<file path="src/logic/pin_ctrl_pkg.sv">
// pin-side types shared by pin controllers, sample arbiter and sample buffer
// sample stamps hold only the low 11 bits of the time counter and wrap freely
// the pin field is 4 bits wide, so at most 16 pins can be told apart
`default_nettype none

package pin_ctrl_pkg;

  // output waveform kinds; sawtooth and triangle are not supported
  typedef enum logic [1:0] {
    WAVE_CONST  = 2'd0,
    WAVE_SQUARE = 2'd1,
    WAVE_PWM    = 2'd2
  } wave_e;

  // active waveform setting of one pin
  typedef struct packed {
    wave_e       wave;
    // square: half period, pwm: full period
    logic [15:0] param_a;
    // pwm: high ticks, constant: level in bit 0
    logic [15:0] param_b;
  } pin_cfg_t;

  // one entry of the sample memory
  typedef struct packed {
    logic [3:0]  pin;
    logic        value;
    logic [10:0] stamp;
  } sample_t;

endpackage

`default_nettype wire

</file>
<file path="src/logic/host_bus_pkg.sv">
// register map, command record and opcodes of the host port
// all addresses are 16-bit word addresses on a 5-bit host address bus
// status bits above sample_dropped always read as zero
`default_nettype none

package host_bus_pkg;

  typedef enum logic [1:0] {
    OP_SET_WAVE     = 2'd0,
    OP_START_SAMPLE = 2'd1,
    OP_STOP_SAMPLE  = 2'd2,
    OP_RESET_TIME   = 2'd3
  } cmd_op_e;

  // one timed command, 72 bits
  typedef struct packed {
    logic [31:0]         exec_time;
    logic [3:0]          pin;
    cmd_op_e             op;
    pin_ctrl_pkg::wave_e wave;
    logic [15:0]         param_a;
    logic [15:0]         param_b;
  } cmd_t;

  // write side: staging registers and commit
  localparam logic [4:0] REG_TIME_HI      = 5'd0;
  localparam logic [4:0] REG_TIME_LO      = 5'd1;
  // pin in 3:0, opcode in 5:4, waveform in 7:6
  localparam logic [4:0] REG_PIN_OP       = 5'd2;
  localparam logic [4:0] REG_PARAM_A      = 5'd3;
  localparam logic [4:0] REG_PARAM_B      = 5'd4;
  localparam logic [4:0] REG_COMMIT       = 5'd5;

  // read side
  localparam logic [4:0] REG_STATUS       = 5'd8;
  localparam logic [4:0] REG_SAMPLE       = 5'd9;
  localparam logic [4:0] REG_SAMPLE_COUNT = 5'd10;
  localparam logic [4:0] REG_TIME_NOW     = 5'd11;

  // status word, fifo_empty in bit 0
  typedef struct packed {
    logic [11:0] reserved;
    logic        sample_dropped;
    logic        cmd_dropped;
    logic        fifo_full;
    logic        fifo_empty;
  } status_t;

endpackage

`default_nettype wire

</file>
<file path="src/logic/event_scheduler.sv">
// free-running 32-bit time counter and timed release of the FIFO head
// release is combinational: cmd_bus_valid and pop rise in the same cycle
// one HOLD cycle follows every release, so at most one command per two cycles
// OP_RESET_TIME zeroes the counter at the edge that ends the release cycle
`timescale 1ns/1ps
`default_nettype none

module event_scheduler (
  input  logic               sys_clk,
  input  logic               global_clock_reset,
  input  host_bus_pkg::cmd_t head,
  input  logic               empty,
  output logic               pop,
  output logic               cmd_bus_valid,
  output host_bus_pkg::cmd_t cmd_bus,
  output logic [31:0]        time_now
);

  typedef enum logic {
    IDLE,
    HOLD
  } sched_state_e;

  sched_state_e state;
  logic         release_now;

  // head is due once time has caught up with it
  assign release_now   = (state == IDLE) && !empty && (time_now >= head.exec_time);
  assign pop           = release_now;
  assign cmd_bus_valid = release_now;
  // bus carries the head; only meaningful while cmd_bus_valid is high
  assign cmd_bus       = head;

  always_ff @(posedge sys_clk) begin
    if (global_clock_reset) begin
      state <= IDLE;
    end else begin
      case (state)
        IDLE: begin
          if (release_now) begin
            state <= HOLD;
          end
        end
        // lets the popped FIFO present its next head
        default: state <= IDLE;
      endcase
    end
  end

  // time base
  always_ff @(posedge sys_clk) begin
    if (global_clock_reset) begin
      time_now <= '0;
    end else if (release_now && (head.op == host_bus_pkg::OP_RESET_TIME)) begin
      time_now <= '0;
    end else begin
      time_now <= time_now + 32'd1;
    end
  end

endmodule

`default_nettype wire

</file>
<file path="config.mk">
export PLATFORM = sky130hd
export DESIGN_NAME = event_scheduler
export DESIGN_NICKNAME = d
export VERILOG_FILES = /design/src/logic/pin_ctrl_pkg.sv /design/src/logic/host_bus_pkg.sv /design/src/logic/event_scheduler.sv
export SDC_FILE = /design/constraint.sdc
export NUM_CORES = 1
export LEC_CHECK = 0
export ABC_AREA = 1
export BUFFER_PORTS_ARGS = -buffer_cell sky130_fd_sc_hd__clkbuf_2
export CORE_MARGIN = 2
export CORE_UTILIZATION = 41
export DETAILED_ROUTE_END_ITERATION = 10
export GPL_TIMING_DRIVEN = 0
export MAX_ROUTING_LAYER = met4
export PLACE_DENSITY = 0.88
export RECOVER_POWER = 100
export SKIP_CTS_REPAIR_TIMING = 1
export SYNTH_ARGS = -nofsm -noshare
export SYNTH_HDL_FRONTEND = slang
export SYNTH_SLANG_ARGS = --single-unit
</file>
<file path="constraint.sdc">
create_clock -name sys_clk -period 2.05 [get_ports sys_clk]
set_input_delay 0.41 -clock sys_clk [delete_from_list [all_inputs] [get_ports sys_clk]]
set_output_delay 0.41 -clock sys_clk [all_outputs]
set_load 0.01 [all_outputs]
</file>
==> impl_metrics.py, run 1 <==
metrics = {
    "critical_path": {
        "r2r_cells": 13,
        "worstSetupPathType": "reg -> out",
        "path_cells": "ha_1 -> nand2_1 -> inv_1 -> nand2_1 -> nand2_1 -> nand2_1 -> nand2_1 -> nand2_1 -> nand2_2 -> nand2_2 -> nand2_2 -> nand2_2 -> inv_2 -> buf_6 -> buf_6",
        "start_kind": "flip-flop",
        "slowest_delay_ns": 0.35,
        "crit_path_frequent_cell": "nand2_1",
        "critPathBufInv": 4,
        "cp_top_family": "simple AND/OR/NAND/NOR gates",
        "crit_required_ns": 1.64,
        "arrival_ns": 1.95,
        "cp_max_fo": 3,
        "critical-path-slowest-cell": "dfxtp_4",
        "endpoint_kind": "primary output",
        "reg2reg_slack_ns": 0.16,
        "reg2reg_from": "time_now[2]",
        "r2r_end": "time_now[15]",
    },
    "synth": {
        "synthArstFlopShare": 0,
        "ys_seq_elements": 33,
        "netlist_area_um2": 3080,
        "synth_top_area_share": 0.215,
        "ys_types": 24,
        "synth_seq_area_share": 0.215,
        "synth_nets": 549,
        "synth_top_cell_by_area": "dfxtp_1",
        "synth_edf_count": 0,
        "synth_area_per_cell_um2": 6.98,
        "yosysMostFrequentCell": "buf_4",
        "yosys_warnings": 0,
        "netlist_top_cells_count": "buf_4 (73), nand2_1 (72), inv_1 (69)",
        "ys.flop_type": "dfxtp_1",
        "synthTopCellsByArea": "dfxtp_1 (21%), buf_4 (18%), ha_1 (13%)",
        "syn_inst": 441,
    },
    "timing": {
        "worst_pin_slew_ns": 0.403,
        "clock_skew_ns": 0.00699,
        "hold_violations": 0,
        "worst_slack_ns": -0.308,
        "fin_hold_ws_ns": 0.297,
        "tns_ns": -0.546,
        "fmax_mhz": 424,
        "fin_crit_ns": 2.36,
        "setup_viol": 2,
        "rsz0062_at_grt": "true",
        "slew_viol_final": 0,
        "slew_headroom": 0.730,
        "finalCritPeriodShare": 1.15,
    },
    "pwr": {
        "ir_drop_uv": 232,
        "clock_power_share": 0.349,
        "seq_power_share": 0.417,
        "p_leak_uw": 0.00205,
        "p_sw_uw": 420,
        "intPower_uw": 1130,
        "power.density_nw_per_um2": 368,
        "pwr-share-comb": 0.234,
        "swShare": 0.270,
    },
    "route": {
        "drt_first_pass_iters": 4,
        "routed_wl_um": 8030,
        "drc": 0,
        "first_iter_violations": 76,
        "routedWlPerCell_um": 11.5,
        "vias": 3129,
        "drtAntennaViolNets": 0,
        "via_per_inst": 4.48,
    },
    "run": {
        "drv_cap": 0,
    },
    "floorplanning": {
        "die_h_um": 90.6,
        "die_area_um2": 8220,
        "io_pins": 181,
        "initial_utilization": 0.424,
        "chipWidth_um": 90.6,
        "rows": 31,
        "core_area_um2": 7250,
    },
    "global_route": {
        "grt_pass1_vias": 2752,
        "grt_overflow": 0,
        "antenna_found_initial": 0,
        "grt_max_degree": 11,
        "grt_pass1_wl_um": 12300,
        "gr-usage-all-layers": 0.183,
    },
    "cts": {
        "ctsHtreeMaxLevel": 2,
        "cts_buffers": 5,
        "clk_path_buf_depth": 2,
        "clk_pin_slew_ns": 0.06,
        "clk_latency_ns": 0.29,
        "clockRootBuffer": "clkbuf_8",
        "cts_tree": "yes",
        "clock-sinks": 33,
    },
    "layout": {
        "postLayoutCoreUtil": 0.582,
        "layout.nets": 706,
        "final_cells": 698,
        "layout-drive-gt1-share": 0.376,
        "stdcell_area_um2": 4220,
        "diodes": 0,
        "syn_to_final_growth_pct": 37.1,
    },
    "min_path": {
        "holdPathEnd": "state",
        "hold_start": "global_clock_reset",
        "holdCritPathClass": "in -> reg",
        "hold_depth": 2,
    },
    "status": {
        "status": "finished, violations left",
        "violations": "negative setup slack",
    },
    "placement": {
        "dpl_cell_area_um2": 3910,
        "hpwl_um": 6430,
        "portBuffers": 142,
        "place_inst": 682,
        "gp_congestion": 0.892,
    },
}
[cells in the final DEF (no fill, tap or decap), drive strengths merged]
| cell type | synthesis | layout |
|---|---|---|
| dfxtp | 33 | 33 |
| nand2 | 73 | 73 |
| nor3 | 11 | 11 |
| inv | 71 | 71 |
| a21oi | 16 | 16 |
| clkbuf | 0 | 147 |
| xor2 | 21 | 21 |
| buf | 76 | 86 |
| nand3 | 13 | 13 |
| clkinv | 1 | 2 |
| xnor2 | 9 | 9 |
| o21a | 2 | 2 |
| nand4 | 10 | 10 |
| ha | 33 | 33 |
| nor3b | 1 | 1 |
| nor2 | 65 | 65 |
| nor4 | 2 | 2 |
| o21ai | 4 | 4 |
[cell type report]
class | instances | area [um^2]
fillers | 695 | 3030
multi-input cells | 260 | 1740
flip-flops and latches | 33 | 706
repair buffers | 150 | 687
plain buffers | 76 | 586
inverters | 72 | 273
well taps | 99 | 124
clock buffers | 7 | 96.3
clock inverters | 1 | 5.00
[power groups by stage]
stage | logic (uW) | registers, uW | clock network (uW)
after detailed placement | 352 | 670 | 0
after CTS | 354 | 655 | 549
after global routing | 403 | 648 | 583
after global placement | 343 | 669 | 0
final | 363 | 648 | 542
after floorplan | 217 | 670 | 0
[through the flow]
stage                     power (uW)  setup slack, ns
after floorplan                  888           0.0914
after global placement          1010           -0.268
after detailed placement        1020           -0.296
after CTS                       1560           -0.532
after global routing            1630           -0.455
final                           1550           -0.308
[worst reg2reg max path, delay by kind of cell, from the launching register on]
kind / cells / cell delay [ns]
DFF: 1 / 0.35
and+or+nand+nor: 11 / 0.97
buffers and inverters: 1 / 0.15
adders and majority gates: 1 / 0.31
[worst max path at each step]
stage	from	to	slack, ns	depth (start not counted)
after detailed placement	head[45]	pop	-0.30	17
after floorplan	time_now[5]	pop	0.09	14
after global routing	time_now[2]	pop	-0.45	13
after CTS	time_now[5]	pop	-0.53	15
after global placement	head[47]	pop	-0.27	15
final	time_now[2]	pop	-0.31	15
[state kept, by name (all words and copies together), names as in the netlist]
signal    cells
time_now     32
state         1
[cell families (layout without fill, tap and decap cells)]
group,count (synthesis),count (layout),share of synthesized area
simple gates,175,175,0.258
buf+inv,148,306,0.271
fa+ha+maj,33,33,0.134
flops,33,33,0.215
xor+xnor,30,30,0.0854
compound gates,22,22,0.0374
[routing by layer]
| metal | track usage | vias up | part of all wire |
|---|---|---|---|
| met1 | 0.219 | 1384 | 0.41 |
| met2 | 0.323 | 120 | 0.50 |
| met5 | - | - | 0 |
| li1 | - | 1613 | - |
| met3 | 0.0334 | 12 | 0.071 |
| met4 | 0.0321 | 0 | 0.012 |
Power figures use the tool's default switching activity.
==> run 2, diff against run 1 <==
--- a/config.mk
+++ b/config.mk
@@ -10,7 +10,6 @@
 export CORE_MARGIN = 2
 export CORE_UTILIZATION = 41
 export DETAILED_ROUTE_END_ITERATION = 10
-export GPL_TIMING_DRIVEN = 0
 export MAX_ROUTING_LAYER = met4
 export PLACE_DENSITY = 0.88
 export RECOVER_POWER = 100
==> run 2 against run 1 <==
The flow still finishes with violations (negative setup slack). Fmax up 6.1%. First-iteration DRC count down 3.9%. Combinational power down 41%. Worst hold slack worse by 0.0034 ns. Critical endpoint unchanged. Clock skew down 0.0022 ns. Flip-flop and latch count unchanged. Sequential share of layout area up 1.7 points. Core utilization down 8.2 points. Via count down 11%. Sequential power up 0.6%. Cell count down 12%. Global-route usage down 0.90 points.
==> impl_metrics.py, run 2 (synthesis gave the netlist of run 1 again) <==
metrics = {
    "placement": {
        "gp_congestion": 0.904,
        "portBuffers": 104,
        "hpwl_um": 6110,
    },
    "cts": {
        "clock-sinks": 33,
        "cts_buffers": 5,
        "clk_path_buf_depth": 2,
        "clockRootBuffer": "clkbuf_8",
        "clk_latency_ns": 0.28,
        "cts_tree": "yes",
        "ctsHtreeMaxLevel": 2,
        "clk_pin_slew_ns": 0.07,
    },
    "critical_path": {
        "crit_required_ns": 1.64,
        "slowest_delay_ns": 0.38,
        "critical-path-slowest-cell": "dfxtp_1",
        "arrival_ns": 1.81,
        "start_kind": "flip-flop",
        "reg2reg_from": "time_now[0]",
        "worstSetupPathType": "reg -> out",
        "cp_top_family": "compound AO/OA/AOI/OAI gates",
        "path_cells": "ha_1 -> a21oi_1 -> o21a_1 -> nand2_1 -> a21oi_1 -> nand2_2 -> nand2_2 -> inv_2 -> buf_6",
        "critPathLaunch": "time_now[31]",
        "cp_max_fo": 3,
        "critPathBufInv": 2,
        "endpoint_kind": "primary output",
    },
    "floorplanning": {
        "chipWidth_um": 90.6,
        "rows": 31,
        "core_area_um2": 7250,
        "die_h_um": 90.6,
        "die_area_um2": 8220,
        "io_pins": 181,
        "initial_utilization": 0.424,
    },
    "pwr": {
        "intPower_uw": 1140,
        "p_sw_uw": 369,
        "swShare": 0.245,
        "ir_drop_uv": 260,
        "finalPower_uw": 1510,
        "power.density_nw_per_um2": 416,
        "seq_power_share": 0.433,
        "pwr-share-comb": 0.143,
        "p_leak_uw": 0.00174,
        "clock_power_share": 0.425,
    },
    "timing": {
        "hold_violations": 0,
        "tns_ns": -0.343,
        "worst_slack_ns": -0.172,
        "rsz0062_at_grt": "true",
        "slew_viol_final": 0,
        "clock_skew_ns": 0.00477,
        "slew_headroom": 0.713,
        "setup_viol": 2,
        "finalCritPeriodShare": 1.08,
        "worst_pin_slew_ns": 0.429,
        "fmax_mhz": 450,
        "fin_crit_ns": 2.22,
    },
    "global_route": {
        "antenna_found_initial": 0,
        "grt_overflow": 0,
        "gr-usage-all-layers": 0.174,
        "grt_max_degree": 33,
        "grt_pass1_vias": 2652,
        "grt_pass1_wl_um": 11600,
    },
    "min_path": {
        "holdCritPathClass": "in -> reg",
        "hold_start": "global_clock_reset",
    },
    "route": {
        "routed_wl_um": 7280,
        "first_iter_violations": 73,
        "met1_length_um": 3120,
        "drc": 0,
        "via_per_inst": 4.58,
        "drtAntennaViolNets": 0,
        "routedWlPerCell_um": 11.9,
        "drt_first_pass_iters": 4,
        "wl_met3_um": 480,
        "wl_met2_um": 3590,
        "top_layer_used": "met4",
        "vias": 2799,
    },
    "layout": {
        "diodes": 0,
        "layout_commonest_cell": "nand2_1",
        "layout.nets": 619,
        "regMostFlops": "time_now",
        "largest_register_ffs": 32,
        "postLayoutCoreUtil": 0.500,
        "layout_common_cells": "nand2_1 (68), inv_1 (66), clkbuf_2 (64)",
        "largest_registers": "time_now: 32 flops, state: 1 flops",
        "layout-drive-gt1-share": 0.281,
        "syn_to_final_growth_pct": 17.7,
    },
    "status": {
        "status": "finished, violations left",
        "violations": "negative setup slack",
    },
    "run": {
        "drv_cap": 0,
    },
}
==> run 2: path summary, 6_finish.rpt <==
| check | slack [ns] | cells after the start | end |
|---|---|---|---|
| max | -0.17 | 9 | pop |
| min | 0.29 | 2 | state |
| max reg2reg | 0.15 | 13 | time_now[26] |
| min reg2reg | 0.52 | 3 | state |
==> run 2: layer usage <==
layer  GRT usage  vias up
met4      0.0462        0
met5           -        -
met3      0.0409       16
li1            -     1437
met1       0.199     1257
met2       0.305       89
==> run 2: layout make-up <==
cell class,instances,area [um^2]
fillers,765,3630
multi-input cells,260,1700
repair buffers,139,746
flip-flops and latches,33,667
inverters,72,270
well taps,99,124
clock buffers,7,86.3
clock inverters,1,30.0
==> run 2: power by group through the flow <==
stage	Combinational [uW]	Clock (uW)	Sequential, uW
final	215	640	652
after global routing	242	686	651
after CTS	210	653	649
after detailed placement	209	0	664
after global placement	202	0	663
after floorplan	217	0	670
==> run 2: through the flow <==
step | instances | setup WS, ns | hold WS, ns | area, um^2
after floorplan | 441 | 0.0914 | 0.478 | 3080
after global placement | 601 | -0.169 | 0.494 | 3420
after detailed placement | 601 | -0.235 | 0.508 | 3420
after CTS | 609 | -0.301 | 0.283 | 3540
after global routing | 611 | -0.300 | 0.285 | 3620
final | 611 | -0.172 | 0.293 | 3620
==> run 3, diff against run 2 <==
--- a/config.mk
+++ b/config.mk
@@ -5,7 +5,6 @@
 export SDC_FILE = /design/constraint.sdc
 export NUM_CORES = 1
 export LEC_CHECK = 0
-export ABC_AREA = 1
 export BUFFER_PORTS_ARGS = -buffer_cell sky130_fd_sc_hd__clkbuf_2
 export CORE_MARGIN = 2
 export CORE_UTILIZATION = 41
==> run 3 against run 2 <==
Core utilization up 9.5 points. First-iteration DRC count up 89%. Highest routed layer unchanged. The flow still finishes with violations (negative setup slack). Routed wire length up 21%. Non-clock buffer count up 31. Final area up 20%. Register-to-register slack worse by 0.31 ns. Flip-flop and latch count unchanged.
==> impl_metrics.py, run 3 <==
metrics = {
    "global_route": {
        "grt_overflow": 0,
        "gr-usage-all-layers": 0.183,
        "grt_pass1_wl_um": 12300,
        "grt_pass1_vias": 2652,
        "antenna_found_initial": 0,
        "grt_max_degree": 23,
    },
    "floorplanning": {
        "core_area_um2": 7330,
        "chipWidth_um": 91.6,
        "io_pins": 181,
        "die_area_um2": 8400,
        "rows": 31,
        "die_h_um": 91.6,
        "initial_utilization": 0.429,
    },
    "layout": {
        "syn_to_final_growth_pct": 38.5,
        "layout_commonest_cell": "clkbuf_2",
        "largest_registers": "time_now: 32 flops, state: 1 flops",
        "regMostFlops": "time_now",
        "num-fill-cells": 624,
        "layout-drive-gt1-share": 0.472,
        "diodes": 0,
        "largest_register_ffs": 32,
        "layout_common_cells": "clkbuf_2 (66), buf_4 (50), clkbuf_1 (37)",
        "layout.nets": 556,
        "postLayoutCoreUtil": 0.595,
        "stdcell_area_um2": 4360,
    },
    "route": {
        "via_per_inst": 5.16,
        "routedWlPerCell_um": 16.1,
        "drt_first_pass_iters": 5,
        "drtAntennaViolNets": 0,
        "first_iter_violations": 138,
        "drc": 0,
        "routed_wl_um": 8800,
        "vias": 2830,
    },
    "synth": {
        "synth_seq_area_share": 0.210,
        "netlist_top_cells_count": "buf_4 (75), dfxtp_1 (33), ha_1 (33)",
        "ys_seq_elements": 33,
        "synth_nets": 462,
        "netlist_area_um2": 3150,
        "syn_inst": 354,
        "synthTopCellsByArea": "dfxtp_1 (21%), buf_4 (18%), ha_1 (13%)",
        "ys_types": 38,
        "synth_top_cell_by_area": "dfxtp_1",
        "synth_area_per_cell_um2": 8.89,
        "synth_top_area_share": 0.210,
        "yosysMostFrequentCell": "buf_4",
        "synth_edf_count": 0,
        "ys.flop_type": "dfxtp_1",
        "synthArstFlopShare": 0,
        "yosys_warnings": 0,
    },
    "placement": {
        "gp_congestion": 0.812,
        "portBuffers": 104,
        "hpwl_um": 6240,
        "dpl_cell_area_um2": 3770,
        "place_ws_ns": -0.546,
    },
    "timing": {
        "fin_hold_ws_ns": 0.376,
        "fin_crit_ns": 2.61,
        "slew_viol_final": 0,
        "hold_violations": 0,
        "rsz0062_at_grt": "true",
        "setup_viol": 35,
        "worst_pin_slew_ns": 0.881,
        "fmax_mhz": 383,
        "clock_skew_ns": 0.00570,
        "worst_slack_ns": -0.562,
        "slew_headroom": 0.413,
        "finalCritPeriodShare": 1.27,
    },
    "pwr": {
        "ir_drop_uv": 299,
        "finalPower_uw": 1550,
        "power.density_nw_per_um2": 356,
        "p_leak_uw": 0.00182,
    },
    "cts": {
        "clk_pin_slew_ns": 0.07,
        "clockRootBuffer": "clkbuf_8",
        "clock-sinks": 33,
        "clk_path_buf_depth": 2,
        "ctsHtreeMaxLevel": 2,
        "clk_latency_ns": 0.28,
        "cts_buffers": 5,
        "cts_tree": "yes",
    },
    "critical_path": {
        "worstSetupPathType": "reg -> out",
        "arrival_ns": 2.20,
        "cp_max_fo": 3,
        "crit_required_ns": 1.64,
        "endpoint_kind": "primary output",
        "start_kind": "flip-flop",
    },
    "min_path": {
        "holdCritPathClass": "in -> reg",
    },
    "status": {
        "status": "finished, violations left",
        "violations": "negative setup slack",
    },
    "run": {
        "drv_cap": 0,
    },
}
[run 3: cell count changes after synthesis, sizes merged, moves of 3 or more]
cell,before,now
and3,0,6
clkbuf,0,4
nor2,65,9
o21ai,4,7
nand4,10,14
inv,71,32
nor3,11,4
buf,76,79
nor4,2,35
nand2,73,22
[run 3: cell type report]
class | count | area [um^2] | share of cell area
clock buffers | 7 | 86.3 | 0.0198
clock inverters | 1 | 30.0 | 0.00689
inverters | 32 | 133 | 0.0304
multi-input cells | 206 | 2160 | 0.496
flip-flops and latches | 33 | 672 | 0.154
well taps | 99 | 124 | 0.0284
repair buffers | 170 | 1150 | 0.264
[run 3: kinds of logic after synthesis]
family                     count (synthesis)  synth area share
buffers and inverters                    115             0.235
and+or+nand+nor                          112             0.275
adders and majority gates                 33             0.131
DFF                                       33             0.210
AOI/OAI and AO/OA                         31            0.0660
xor gates and xnor gates                  30            0.0835
[run 3: critical path, cell delays in order (launching register included)]
cell and delay (ns):
dfxtp_1 0.34, ha_1 0.29, nand4_1 0.17, nor4_2 0.29
buf_4 0.17, nand2_1 0.05, a21o_2 0.22, a211oi_4 0.23
buf_2 0.17
[run 3: layer usage]
layer	wire, um	part of all wire	global-route usage	up-vias
met5	0	0	-	-
met4	156	0.018	0.0442	0
met3	587	0.067	0.0362	22
met2	4610	0.52	0.320	129
met1	3450	0.39	0.215	1323
li1	-	-	-	1356
[run 3: worst paths after layout]
path | from | end | slack [ns] | cells after the start
worst max-delay path | time_now[24] | pop | -0.56 | 8
worst max register to register | time_now[0] | time_now[25] | -0.16 | 10
worst min-delay path | empty | state | 0.38 | 2
worst min register to register | time_now[0] | time_now[0] | 0.54 | 2
[run 3: power breakdown]
| part | internal (uW) | switching (uW) | leakage [uW] |
|---|---|---|---|
| registers | 645 | 3.40 | 0.000270 |
| clock network | 397 | 249 | 0.0000585 |
| logic | 111 | 148 | 0.00149 |
| total | 1150 | 401 | 0.00182 |
[run 3: stage by stage]
step | TNS [ns] | std cells
detailed placement | -10.49 | 528
CTS | -5.48 | 536
global route | -7.09 | 548
finish | -4.20 | 548
floorplan | -0.404 | 354
global placement | -9.72 | 528
