## config.mk

```make
export PLATFORM = sky130hd
export DESIGN_NAME = host_port
export DESIGN_NICKNAME = d
export VERILOG_FILES = /design/src/logic/pin_ctrl_pkg.sv /design/src/logic/host_bus_pkg.sv /design/src/logic/host_port.sv
export SDC_FILE = /design/constraint.sdc
export NUM_CORES = 1
export LEC_CHECK = 0
export BUFFER_PORTS_ARGS = -buffer_cell sky130_fd_sc_hd__buf_2
export CORE_MARGIN = 3
export CORE_UTILIZATION = 46
export DETAILED_ROUTE_END_ITERATION = 6
export PLACE_DENSITY = 0.81
export SLEW_MARGIN = 40
export SYNTH_ARGS = -nofsm -noshare
export SYNTH_HDL_FRONTEND = slang
export SYNTH_SLANG_ARGS = --single-unit
```

## constraint.sdc

```tcl
create_clock -name sys_clk -period 1.6 [get_ports sys_clk]
set_input_delay 0.16 -clock sys_clk [delete_from_list [all_inputs] [get_ports sys_clk]]
set_output_delay 0.16 -clock sys_clk [all_outputs]
set_load 0.1 [all_outputs]
```

## src/logic/pin_ctrl_pkg.sv

```systemverilog
// pin-side types shared by pin controllers, sample arbiter and sample buffer
// sample stamps hold only the low 11 bits of the time counter and wrap freely
// the pin field is 4 bits wide, so at most 16 pins can be told apart
`default_nettype none

package pin_ctrl_pkg;

  // output waveform kinds; sawtooth and triangle are not supported
  typedef enum logic [1:0] {
    WAVE_CONST  = 2'd0,
    WAVE_SQUARE = 2'd1,
    WAVE_PWM    = 2'd2
  } wave_e;

  // active waveform setting of one pin
  typedef struct packed {
    wave_e       wave;
    // square: half period, pwm: full period
    logic [15:0] param_a;
    // pwm: high ticks, constant: level in bit 0
    logic [15:0] param_b;
  } pin_cfg_t;

  // one entry of the sample memory
  typedef struct packed {
    logic [3:0]  pin;
    logic        value;
    logic [10:0] stamp;
  } sample_t;

endpackage

`default_nettype wire

```

## src/logic/host_bus_pkg.sv

```systemverilog
// register map, command record and opcodes of the host port
// all addresses are 16-bit word addresses on a 5-bit host address bus
// status bits above sample_dropped always read as zero
`default_nettype none

package host_bus_pkg;

  typedef enum logic [1:0] {
    OP_SET_WAVE     = 2'd0,
    OP_START_SAMPLE = 2'd1,
    OP_STOP_SAMPLE  = 2'd2,
    OP_RESET_TIME   = 2'd3
  } cmd_op_e;

  // one timed command, 72 bits
  typedef struct packed {
    logic [31:0]         exec_time;
    logic [3:0]          pin;
    cmd_op_e             op;
    pin_ctrl_pkg::wave_e wave;
    logic [15:0]         param_a;
    logic [15:0]         param_b;
  } cmd_t;

  // write side: staging registers and commit
  localparam logic [4:0] REG_TIME_HI      = 5'd0;
  localparam logic [4:0] REG_TIME_LO      = 5'd1;
  // pin in 3:0, opcode in 5:4, waveform in 7:6
  localparam logic [4:0] REG_PIN_OP       = 5'd2;
  localparam logic [4:0] REG_PARAM_A      = 5'd3;
  localparam logic [4:0] REG_PARAM_B      = 5'd4;
  localparam logic [4:0] REG_COMMIT       = 5'd5;

  // read side
  localparam logic [4:0] REG_STATUS       = 5'd8;
  localparam logic [4:0] REG_SAMPLE       = 5'd9;
  localparam logic [4:0] REG_SAMPLE_COUNT = 5'd10;
  localparam logic [4:0] REG_TIME_NOW     = 5'd11;

  // status word, fifo_empty in bit 0
  typedef struct packed {
    logic [11:0] reserved;
    logic        sample_dropped;
    logic        cmd_dropped;
    logic        fifo_full;
    logic        fifo_empty;
  } status_t;

endpackage

`default_nettype wire

```

## src/logic/host_port.sv

```systemverilog
// host register port: staged command writes, registered reads
// no back-pressure, so a commit into a full FIFO is lost and flagged
// REG_TIME_NOW returns only the low 16 bits of the time counter
// a REG_SAMPLE read on an empty buffer returns zero and pops nothing
`timescale 1ns/1ps
`default_nettype none

module host_port (
  input  logic                   sys_clk,
  input  logic                   global_clock_reset,
  input  logic [4:0]             host_addr,
  input  logic [15:0]            host_wdata,
  input  logic                   host_wr,
  input  logic                   host_rd,
  output logic [15:0]            host_rdata,
  output logic                   host_rvalid,
  output logic                   push,
  output host_bus_pkg::cmd_t     cmd,
  input  logic                   fifo_full,
  input  logic                   fifo_empty,
  input  logic [31:0]            time_now,
  output logic                   rd_pop,
  input  pin_ctrl_pkg::sample_t  rd_data,
  input  logic [15:0]            count,
  input  logic                   sample_dropped
);

  logic                  cmd_dropped;
  host_bus_pkg::status_t status_word;

  // commit goes straight to the FIFO write port
  assign push   = host_wr && (host_addr == host_bus_pkg::REG_COMMIT);
  // only pop when there is something to pop
  assign rd_pop = host_rd && (host_addr == host_bus_pkg::REG_SAMPLE) && (count != 16'd0);

  always_comb begin
    status_word                = '0;
    status_word.fifo_empty     = fifo_empty;
    status_word.fifo_full      = fifo_full;
    status_word.cmd_dropped    = cmd_dropped;
    status_word.sample_dropped = sample_dropped;
  end

  // staging registers and the sticky drop flag
  always_ff @(posedge sys_clk) begin
    if (global_clock_reset) begin
      cmd         <= '0;
      cmd_dropped <= 1'b0;
    end else if (host_wr) begin
      case (host_addr)
        host_bus_pkg::REG_TIME_HI: cmd.exec_time[31:16] <= host_wdata;
        host_bus_pkg::REG_TIME_LO: cmd.exec_time[15:0]  <= host_wdata;
        host_bus_pkg::REG_PIN_OP: begin
          cmd.pin  <= host_wdata[3:0];
          cmd.op   <= host_bus_pkg::cmd_op_e'(host_wdata[5:4]);
          cmd.wave <= pin_ctrl_pkg::wave_e'(host_wdata[7:6]);
        end
        host_bus_pkg::REG_PARAM_A: cmd.param_a <= host_wdata;
        host_bus_pkg::REG_PARAM_B: cmd.param_b <= host_wdata;
        // staged fields are kept, so a commit can be repeated
        host_bus_pkg::REG_COMMIT:  cmd_dropped <= cmd_dropped | fifo_full;
        default: ;
      endcase
    end
  end

  // read strobe echo
  always_ff @(posedge sys_clk) begin
    if (global_clock_reset) begin
      host_rvalid <= 1'b0;
    end else begin
      host_rvalid <= host_rd;
    end
  end

  // read data mux, sampled on the read strobe
  always_ff @(posedge sys_clk) begin
    if (host_rd) begin
      case (host_addr)
        host_bus_pkg::REG_STATUS:       host_rdata <= status_word;
        host_bus_pkg::REG_SAMPLE:       host_rdata <= rd_pop ? rd_data : 16'd0;
        host_bus_pkg::REG_SAMPLE_COUNT: host_rdata <= count;
        host_bus_pkg::REG_TIME_NOW:     host_rdata <= time_now[15:0];
        default:                        host_rdata <= 16'd0;
      endcase
    end
  end

endmodule

`default_nettype wire

```

==> summary.md, run 1 <==
| Metric | Value |
|---|---|
| Result of the run | `finished, final reports clean` |
| Mapped Cells | `between 300 and 400` |
| Routed wire per std cell | `15.9 um` |
| Antenna violations before repair | `0` |
| Kind of start point of the critical path | `input pin` |
| Routability cong. | `0.772` |
| Slew at the pin with the worst max-slew slack | `around 0.52 ns` |
| N_diodes | `0` |
| Gates resized, CTS repair | `0` |
| Floorplan core area | `just under 8000 um2` |
| Largest fanout of any net on the critical path | `9` |
| Cell area power density | `approximately 950 nW/um2` |
| RSZ-0062 raised after global routing | `no` |
| Clock sink count | `90` |
| Worst hold slack across all endpoints | `0.121 ns` |
| DR vias/cell | `5.13` |
| Post-CTS setup buffers | `0` |
| Sequential element share of the synthesized area | `52.8%` |
| Class of the most critical hold timing path | `input pin to register` |
| Number of buffers between clock root and the deepest sink | `2` |
| Detail Route Antenna Nets | `0` |
| Cell-internal power | `3.37 mW` |
| Reported leakage power | `approximately 2.7 nW` |
| Area enclosed by the die boundary | `roughly 9000 um2` |
| Initial core utilization | `about 48%` |
| Wire length of the first global-routing pass | `14900 um` |
| Logic pwr share | `between 10 and 15%` |
| Chip Width | `~96 um` |
| Count of vias placed by the detailed router | `around 3200` |
| Post-CTS Hold Fix Bufs | `1` |
| Switching Share | `29.0%` |
| Vias in the first global route | `around 3200` |
| WP data required | `around 1.4 ns` |
| Setup Skew | `0.00733 ns` |
| Net switching component of the power | `between 1 and 1.5 mW` |
| Post-layout power | `4.75 mW` |
| Height of the chip | `between 90 and 100 um` |
| Row Count | `32` |
| Setup_tns | `0 ns` |
| Synth Net Count | `approximately 440` |
| Final max-slew violation count | `0` |
| Rel. slew slack | `between 60 and 70%` |
| Largest net degree at the start of global routing | `63` |
| Endpoints failing hold | `0` |
| Drt drc | `0` |
| NumNets Final | `around 600` |
| Final setup fails | `0` |
| Number of detailed-route iterations in the first pass | `4` |
| Average cell area after synthesis | `~11 um2` |
| Area of the mapped netlist | `~3700 um2` |
| Peak ir drop on the vdd network | `about 0.63 mV` |
| Number of fill cells | `652` |
| Number of distinct standard cells referenced by the synthesized netlist | `31` |
| Critical path class | `input pin to primary output` |
| Syn-to-layout area delta | `34.2%` |
| Final period util | `between 90% and 100%` |
| Port Buffers | `roughly 170` |
| Number of synthesized register bits | `90` |
| Commonest cells after routing, fill and taps aside | `164 x buf_2, 89 x nand2_1, 84 x mux2i_1` |
| Commonest non-fill, non-tap cell in the layout | `buf_2` |
| Global route total overflow | `0` |
| Proportion of layout cells with a drive suffix above 1 | `a little over 40%` |
| Number of violations reported at the end of detailed-routing iteration 0 | `95` |
| Clock root cell | `clkbuf_8` |
| Deepest level of the CTS H-tree | `3` |
| Insertion delay of the later-clocked pin in the worst-skew pair | `0.36 ns` |
| Crit end category | `primary output` |
| CTS tree | `built` |
| Area taken by multi-input logic gates | `~1600 um2` |
| Aggregate routed wire length | `between 10000 and 15000 um` |
| Final core utilization | `between 60 and 70%` |
| Fmax | `a little under 0.7 GHz` |
| Warning count from the yosys run | `0` |
| Relative contribution of sequential cells to total power | `slightly below 50%` |
| Overall fraction of global-route tracks in use | `between 20% and 30%` |
| Clock network fraction of design power | `between 30% and 40%` |
| Number of buffers created by CTS | `9` |
| Register cell area after layout | `slightly below 2000 um2` |
| I/O pin count | `around 180` |
| Final worst path period need | `~1.5 ns` |
| Maxcap violations | `0` |
| Clock input transition at the sequential cells of the worst setup and hold paths | `~0.10 ns` |
| HPWL after detailed placement | `between 7000 and 8000 um` |
| Worst endpoint data arrival time | `approximately 1.3 ns` |
registers in the layout (all words and copies together) (netlist names):
register	count
host_rvalid	1
cmd_dropped	1
host_rdata	16
cmd	72
path summary, 6_finish.rpt:
path	depth (start not counted)	end	slack, ns	startpoint
hold reg to reg	2	cmd[27]	0.46	cmd[27]
setup / recovery	6	rd_pop	0.12	count[1]
hold / removal	3	cmd[12]	0.12	host_wdata[12]
setup reg to reg	2	host_rdata[2]	0.72	cmd_dropped
power groups by stage:
stage	registers [mW]	logic, mW	clock network, mW
6_report	2.36	0.678	1.71
3_5_place_dp	2.41	0.678	0
4_1_cts	2.36	0.682	1.75
3_3_place_gp	2.41	0.669	0
5_1_grt	2.36	0.716	1.84
2_1_floorplan	2.71	0.166	0
kinds of logic (layout without fill, tap and decap cells):
kind of cell	after synthesis	after routing	share of synthesized area, %
AO/OA/AOI/OAI	21	21	4.48
buffers and inverters	34	210	3.94
flip-flops	90	90	52.8
multiplexers	88	88	23.8
AND/OR/NAND/NOR	117	117	14.9
critical path: stages:
cell    delay, ns
buf_2        0.10
nor4_1       0.38
and4_1       0.27
buf_4        0.18
nor2_4       0.06
buf_12       0.16
through the flow:
step	area (um2)	std cells	setup WS (ns)
after floorplan	3720	350	0.0693
final	4990	628	0.123
after global routing	4990	628	0.0871
after detailed placement	4750	611	0.110
after CTS	4990	628	0.109
after global placement	4750	611	0.0890
metal layers:
layer | GRT usage, % | up-vias | wire length (um) | share of wire [%]
met5 | 0 | - | 0 | 0
met4 | 5.92 | 0 | 87 | 0.87
met3 | 5.79 | 7 | 880 | 8.8
met2 | 39.8 | 126 | 5150 | 51
met1 | 23.0 | 1527 | 3900 | 39
li1 | - | 1561 | - | -
cells in the mapped netlist, drive strengths merged:
cell type / instances / area, um2
nor2: 3 / 18.8
nor4b: 1 / 23.8
mux2i: 84 / 841
edfxtp: 16 / 480
nand4: 6 / 43.8
o32ai: 11 / 96.3
nand3: 2 / 15.0
a22oi: 4 / 30.0
and2: 1 / 6.26
nand3b: 1 / 7.51
and4: 2 / 17.5
clkbuf: 11 / 41.3
buf: 11 / 60.1
nor2b: 3 / 18.8
nor3b: 1 / 12.5
a22o: 1 / 8.76
nor4: 4 / 25.0
or3b: 1 / 8.76
inv: 12 / 45.0
o22ai: 5 / 31.3
dfxtp: 74 / 1480
and3: 1 / 6.26
mux2: 4 / 45.0
nand2: 91 / 352
area by class of cell:
class                           count  area share [%]
Sequential cell                    90            39.3
Multi-Input combinational cell    226            32.4
Inverter                           12           0.903
Tap cell                          102            2.56
Clock inverter                      6            1.56
Clock buffer                       10            2.99
Timing Repair Buffer              182            20.2
(Power assumes the default switching activity.)
==> run 2: changes to the inputs <==
--- a/config.mk
+++ b/config.mk
@@ -10,6 +10,7 @@
 export CORE_UTILIZATION = 46
 export DETAILED_ROUTE_END_ITERATION = 6
 export PLACE_DENSITY = 0.81
+export RECOVER_POWER = 25
 export SLEW_MARGIN = 40
 export SYNTH_ARGS = -nofsm -noshare
 export SYNTH_HDL_FRONTEND = slang
==> run 2 against run 1 <==
Clock skew is 0.0015 ns lower. Largest cell class unchanged. Cell count stayed put. Power shrank 0.12%. Highest routed layer unchanged.
==> summary.md, run 2 (synthesized netlist as in run 1, its figures left out) <==
| Metric | Value |
|---|---|
| Result of the run | `finished, final reports clean` |
| Biggest register | `cmd` |
| Floorplan core area | `between 7000 and 8000 um2` |
| Insertion delay of the later-clocked pin in the worst-skew pair | `0.35 ns` |
| Post-CTS setup buffers | `0` |
| WP data required | `around 1.4 ns` |
| RSZ-0062 raised after global routing | `no` |
| Max FFs per register | `72` |
| Global route total overflow | `0` |
| Final worst path period need | `1.49 ns` |
| I/O pin count | `between 150 and 200` |
| Worst path max stage delay | `between 0.3 and 0.4 ns` |
| CTS tree | `built` |
| Commonest non-fill, non-tap cell in the layout | `buf_2` |
| Routability cong. | `approximately 0.77` |
| Logic pwr share | `14.3%` |
| Worst endpoint data arrival time | `roughly 1.3 ns` |
| Cell type of the slowest stage on the worst timing path | `nor4_1` |
| Clock network fraction of design power | `between 30% and 40%` |
| Detail Route Antenna Nets | `0` |
| Number of buffers between clock root and the deepest sink | `2` |
| Cell area power density | `around 950 nW/um2` |
| Endpoints failing hold | `0` |
| Port Buffers | `between 150 and 200` |
| Aggregate routed wire length | `~10000 um` |
| N_diodes | `0` |
| Largest fanout of any net on the critical path | `9` |
| Area enclosed by the die boundary | `just over 9000 um2` |
| Wire length of the first global-routing pass | `between 10000 and 15000 um` |
| Final setup fails | `0` |
| Ordered list of cells on the worst path | `buf_2, nor4_1, and4_1, buf_4, nor2_4, buf_12` |
| Final period util | `93.0%` |
| Drt drc | `0` |
| Worst Path Buf+Inv | `3` |
| Initial core utilization | `47.8%` |
| Clock sink count | `90` |
| Final standard cell area without fillers | `4980 um2` |
| Class of the most critical hold timing path | `input pin to register` |
| Vias in the first global route | `3151` |
| Relative contribution of sequential cells to total power | `between 40% and 50%` |
| Kind of start point of the critical path | `input pin` |
| Antenna violations before repair | `0` |
| Clock input transition at the sequential cells of the worst setup and hold paths | `about 0.10 ns` |
| Net switching component of the power | `~1.4 mW` |
| Proportion of layout cells with a drive suffix above 1 | `around 40%` |
| Reported leakage power | `2.65 nW` |
| Setup Skew | `between 0.005 and 0.006 ns` |
| Row Count | `32` |
| Number of detailed-route iterations in the first pass | `4` |
| Height of the chip | `about 96 um` |
| Number of buffers created by CTS | `9` |
| Flop2flop setup slack | `0.74 ns` |
| Placed cell areas | `4750 um2` |
| HPWL after detailed placement | `about 7600 um` |
| Fmax | `0.672 GHz` |
| Setup_tns | `0 ns` |
| Overall fraction of global-route tracks in use | `21.1%` |
| Clock root cell | `clkbuf_8` |
| Final max-slew violation count | `0` |
| Cell-internal power | `~3.4 mW` |
| Critical path class | `input pin to primary output` |
| NumNets Final | `between 600 and 700` |
| Peak ir drop on the vdd network | `approximately 0.63 mV` |
| Routed wire per std cell | `roughly 16 um` |
| Switching Share | `between 20% and 30%` |
| Syn-to-layout area delta | `33.9%` |
| Crit end category | `primary output` |
| Count of vias placed by the detailed router | `3215` |
| Chip Width | `95.9 um` |
| DR vias/cell | `5.12` |
| Commonest cells after routing, fill and taps aside | `163 x buf_2, 89 x nand2_1, 84 x mux2i_1` |
| Slew at the pin with the worst max-slew slack | `approximately 0.52 ns` |
| Number of violations reported at the end of detailed-routing iteration 0 | `just over 90` |
| Crit path max-delay family | `simple AND/OR/NAND/NOR gates` |
| Deepest level of the CTS H-tree | `3` |
| Largest net degree at the start of global routing | `63` |
| Rel. slew slack | `about two thirds` |
| Maxcap violations | `0` |
| Top flop regs | `cmd (72), host_rdata (16)` |
[run 2: cell count changes in the layout (fill, tap and decap cells not counted), sizes merged]
cell	delta
clkbuf	+3
buf	-3
[run 2: layout make-up]
class / count / area, um2
clock inverters: 6 / 77.6
repair buffers: 182 / 1000
fillers: 655 / 2790
clock buffers: 10 / 149
well taps: 102 / 128
multi-input cells: 226 / 1620
inverters: 12 / 45.0
flip-flops and latches: 90 / 1960
[run 2: layer usage]
metal / vias up / GRT usage [%] / routed length (um)
li1: 1561 / - / -
met1: 1524 / 23.0 / 3860
met2: 123 / 39.8 / 5160
met3: 7 / 5.79 / 894
met4: 0 / 5.92 / 94
met5: - / 0 / 0
[run 2: worst paths after layout]
check | start | endpoint | cells past startpoint
max | count[1] | rd_pop | 6
min reg2reg | cmd[27] | cmd[27] | 2
max reg2reg | cmd_dropped | host_rdata[2] | 2
min | host_wdata[12] | cmd[12] | 3
[run 2: power groups by stage]
stage / logic [mW] / clock network, mW / registers [mW]
2_1_floorplan: 0.166 / 0 / 2.71
3_3_place_gp: 0.669 / 0 / 2.41
3_5_place_dp: 0.678 / 0 / 2.41
4_1_cts: 0.682 / 1.75 / 2.36
5_1_grt: 0.714 / 1.84 / 2.36
6_report: 0.676 / 1.71 / 2.36
[run 2: per-stage QoR]
stage	utilization, %	std cells	setup slack [ns]	hold slack [ns]	power, mW
2_1_floorplan	-	350	0.0693	0.232	2.88
3_3_place_gp	61.1	611	0.0890	0.388	3.08
3_5_place_dp	61.1	611	0.110	0.392	3.09
4_1_cts	64.2	628	0.109	0.106	4.79
5_1_grt	64.1	628	0.0892	0.126	4.91
6_report	64.1	628	0.113	0.124	4.74
[run 2: repair_timing]
action                    CTS  global route
hold buffers                1             0
hold endpoints to repair    1             0
gates resized for setup     0             0
[run 2: worst register-to-register path: stages, from the launching register on]
cell	delay [ns]
dfxtp_1	0.32
a22oi_1	0.19
o22ai_1	0.11
==> run 3: changes to the inputs <==
==> constraint.sdc (replaced) <==
create_clock -name sys_clk -period 1.6 [get_ports sys_clk]
set_input_delay 0.08 -clock sys_clk [delete_from_list [all_inputs] [get_ports sys_clk]]
set_output_delay 0.08 -clock sys_clk [all_outputs]
set_load 0.1 [all_outputs]
==> run 3 against run 2 <==
Clock skew is 0.0017 ns higher. Wire length is 0.82% higher. Sequential cell count stayed put. Power is 4.5% lower. Clock power is 13% lower. Largest cell class unchanged.
==> summary.md, run 3 (synthesized netlist as in run 1, its figures left out) <==
| Metric | Value |
|---|---|
| Final max-slew violation count | `0` |
| Routed wire per std cell | `approximately 16 um` |
| Reported leakage power | `roughly 2.6 nW` |
| N_diodes | `0` |
| Met2 usage in global routing | `approximately 40%` |
| Fin worst setup slack | `about 0.18 ns` |
| Worst slack, placed | `0.120 ns` |
| Final setup fails | `0` |
| Kind of start point of the critical path | `input pin` |
| Number of buffers created by CTS | `9` |
| Final worst path period need | `1.42 ns` |
| Met3 Track Usage GR | `under 10%` |
| Overall fraction of global-route tracks in use | `between 20% and 30%` |
| Commonest cells after routing, fill and taps aside | `150 x buf_2, 89 x nand2_1, 84 x mux2i_1` |
| Worst Hold Launch | `host_wdata[12]` |
| Worst R2R Start | `cmd_dropped` |
| Area enclosed by the die boundary | `slightly above 9000 um2` |
| Max FFs per register | `72` |
| Final core utilization | `63.4%` |
| Post-Layout Cell Count | `626` |
| RSZ-0062 raised after global routing | `no` |
| Syn-to-layout area delta | `32.6%` |
| Deepest level of the CTS H-tree | `3` |
| Slew at the pin with the worst max-slew slack | `about 0.58 ns` |
| HPWL after detailed placement | `~7700 um` |
| Chip Width | `95.9 um` |
| Aggregate routed wire length | `a little over 10000 um` |
| Largest fanout of any net on the critical path | `48` |
| Critical path class | `input pin to register` |
| Vias in the first global route | `~3200` |
| Result of the run | `finished, final reports clean` |
| Largest net degree at the start of global routing | `between 40 and 50` |
| Post-placement cell count | `609` |
| Count of vias placed by the detailed router | `approximately 3200` |
| Row Count | `32` |
| Maxcap violations | `0` |
| Number of violations reported at the end of detailed-routing iteration 0 | `104` |
| Antenna violations before repair | `0` |
| Final period util | `88.6%` |
| Area taken by multi-input logic gates | `1620 um2` |
| I/O pin count | `183` |
| WP data required | `1.87 ns` |
| Wire length of the first global-routing pass | `roughly 15000 um` |
| Crit end category | `register` |
| DR vias/cell | `slightly above 5` |
| Number of buffers between clock root and the deepest sink | `2` |
| Gates resized, CTS repair | `0` |
| Insertion delay of the later-clocked pin in the worst-skew pair | `about 0.35 ns` |
| Register cell area after layout | `just under 2000 um2` |
| Global route total overflow | `0` |
| Initial core utilization | `47.8%` |
| Top flop regs | `cmd (72), host_rdata (16)` |
| Post-layout power | `roughly 4.5 mW` |
| Port Buffers | `between 150 and 200` |
| Class of the most critical hold timing path | `input pin to register` |
| Routability cong. | `0.803` |
| Commonest non-fill, non-tap cell in the layout | `buf_2` |
| CTS tree | `built` |
| Drt drc | `0` |
| Worst endpoint data arrival time | `1.69 ns` |
| Rel. slew slack | `61.3%` |
| Layer with the highest usage | `met2` |
| Floorplan core area | `between 7000 and 8000 um2` |
| Setup Skew | `0.00759 ns` |
| Endpoints failing hold | `0` |
| Peak ir drop on the vdd network | `between 0.5 and 0.6 mV` |
| Proportion of layout cells with a drive suffix above 1 | `about two fifths` |
| Clock input transition at the sequential cells of the worst setup and hold paths | `about 0.10 ns` |
| Number of detailed-route iterations in the first pass | `4` |
| Fmax | `between 0.7 and 0.8 GHz` |
| NumNets Final | `611` |
| Setup_tns | `0 ns` |
| Cell area power density | `919 nW/um2` |
| Met1 capacity usage during global routing | `a little under a quarter` |
| Height of the chip | `~96 um` |
| Critical Path Source | `global_clock_reset` |
| Biggest register | `cmd` |
| Clock sink count | `90` |
| Number of fill cells | `670` |
| Detail Route Antenna Nets | `0` |
| Clock root cell | `clkbuf_8` |
==> run 3: worst max-delay path, cell delays in order <==
cell and delay, ns:
dlygate4sd3_1 0.53, clkbuf_1 0.14, inv_2 0.28, buf_12 0.27, nand2_1 0.18, mux2i_1 0.18
==> run 3: final timing paths <==
kind,end,slack [ns],cells after the start
max,cmd[34],0.18,6
min,cmd[52],0.05,3
max reg2reg,host_rdata[2],0.77,2
min reg2reg,cmd[8],0.46,2
==> run 3: routing by layer <==
layer	routed length (um)	part of all wire [%]
met1	3890	39
met4	114	1.1
met3	778	7.7
met2	5310	53
met5	0	0
==> run 3: area by class of cell <==
| class | count | share of cell area, % |
|---|---|---|
| Tap cell | 102 | 2.59 |
| Sequential cell | 90 | 39.8 |
| Multi-Input combinational cell | 226 | 32.8 |
| Inverter | 12 | 0.914 |
| Timing Repair Buffer | 180 | 19.9 |
| Clock buffer | 9 | 2.51 |
| Clock inverter | 7 | 1.42 |
==> run 3: metrics by stage <==
step / instance area [um2] / hold slack (ns)
3_3_place_gp: 4730 / 0.301
3_5_place_dp: 4730 / 0.302
2_1_floorplan: 3720 / 0.152
6_report: 4930 / 0.0536
5_1_grt: 4930 / 0.0422
4_1_cts: 4940 / 0.0348
==> run 3: report_power, final <==
part / switching, mW / internal, mW / leakage (nW)
registers: 0.0141 / 2.34 / 0.749
clock network: 0.882 / 0.609 / 0.0970
logic: 0.504 / 0.174 / 1.77
==> run 3: timing repair <==
item,in CTS,in global routing
setup buffers,0,0
hold buffers,1,0
hold endpoints to repair,1,0
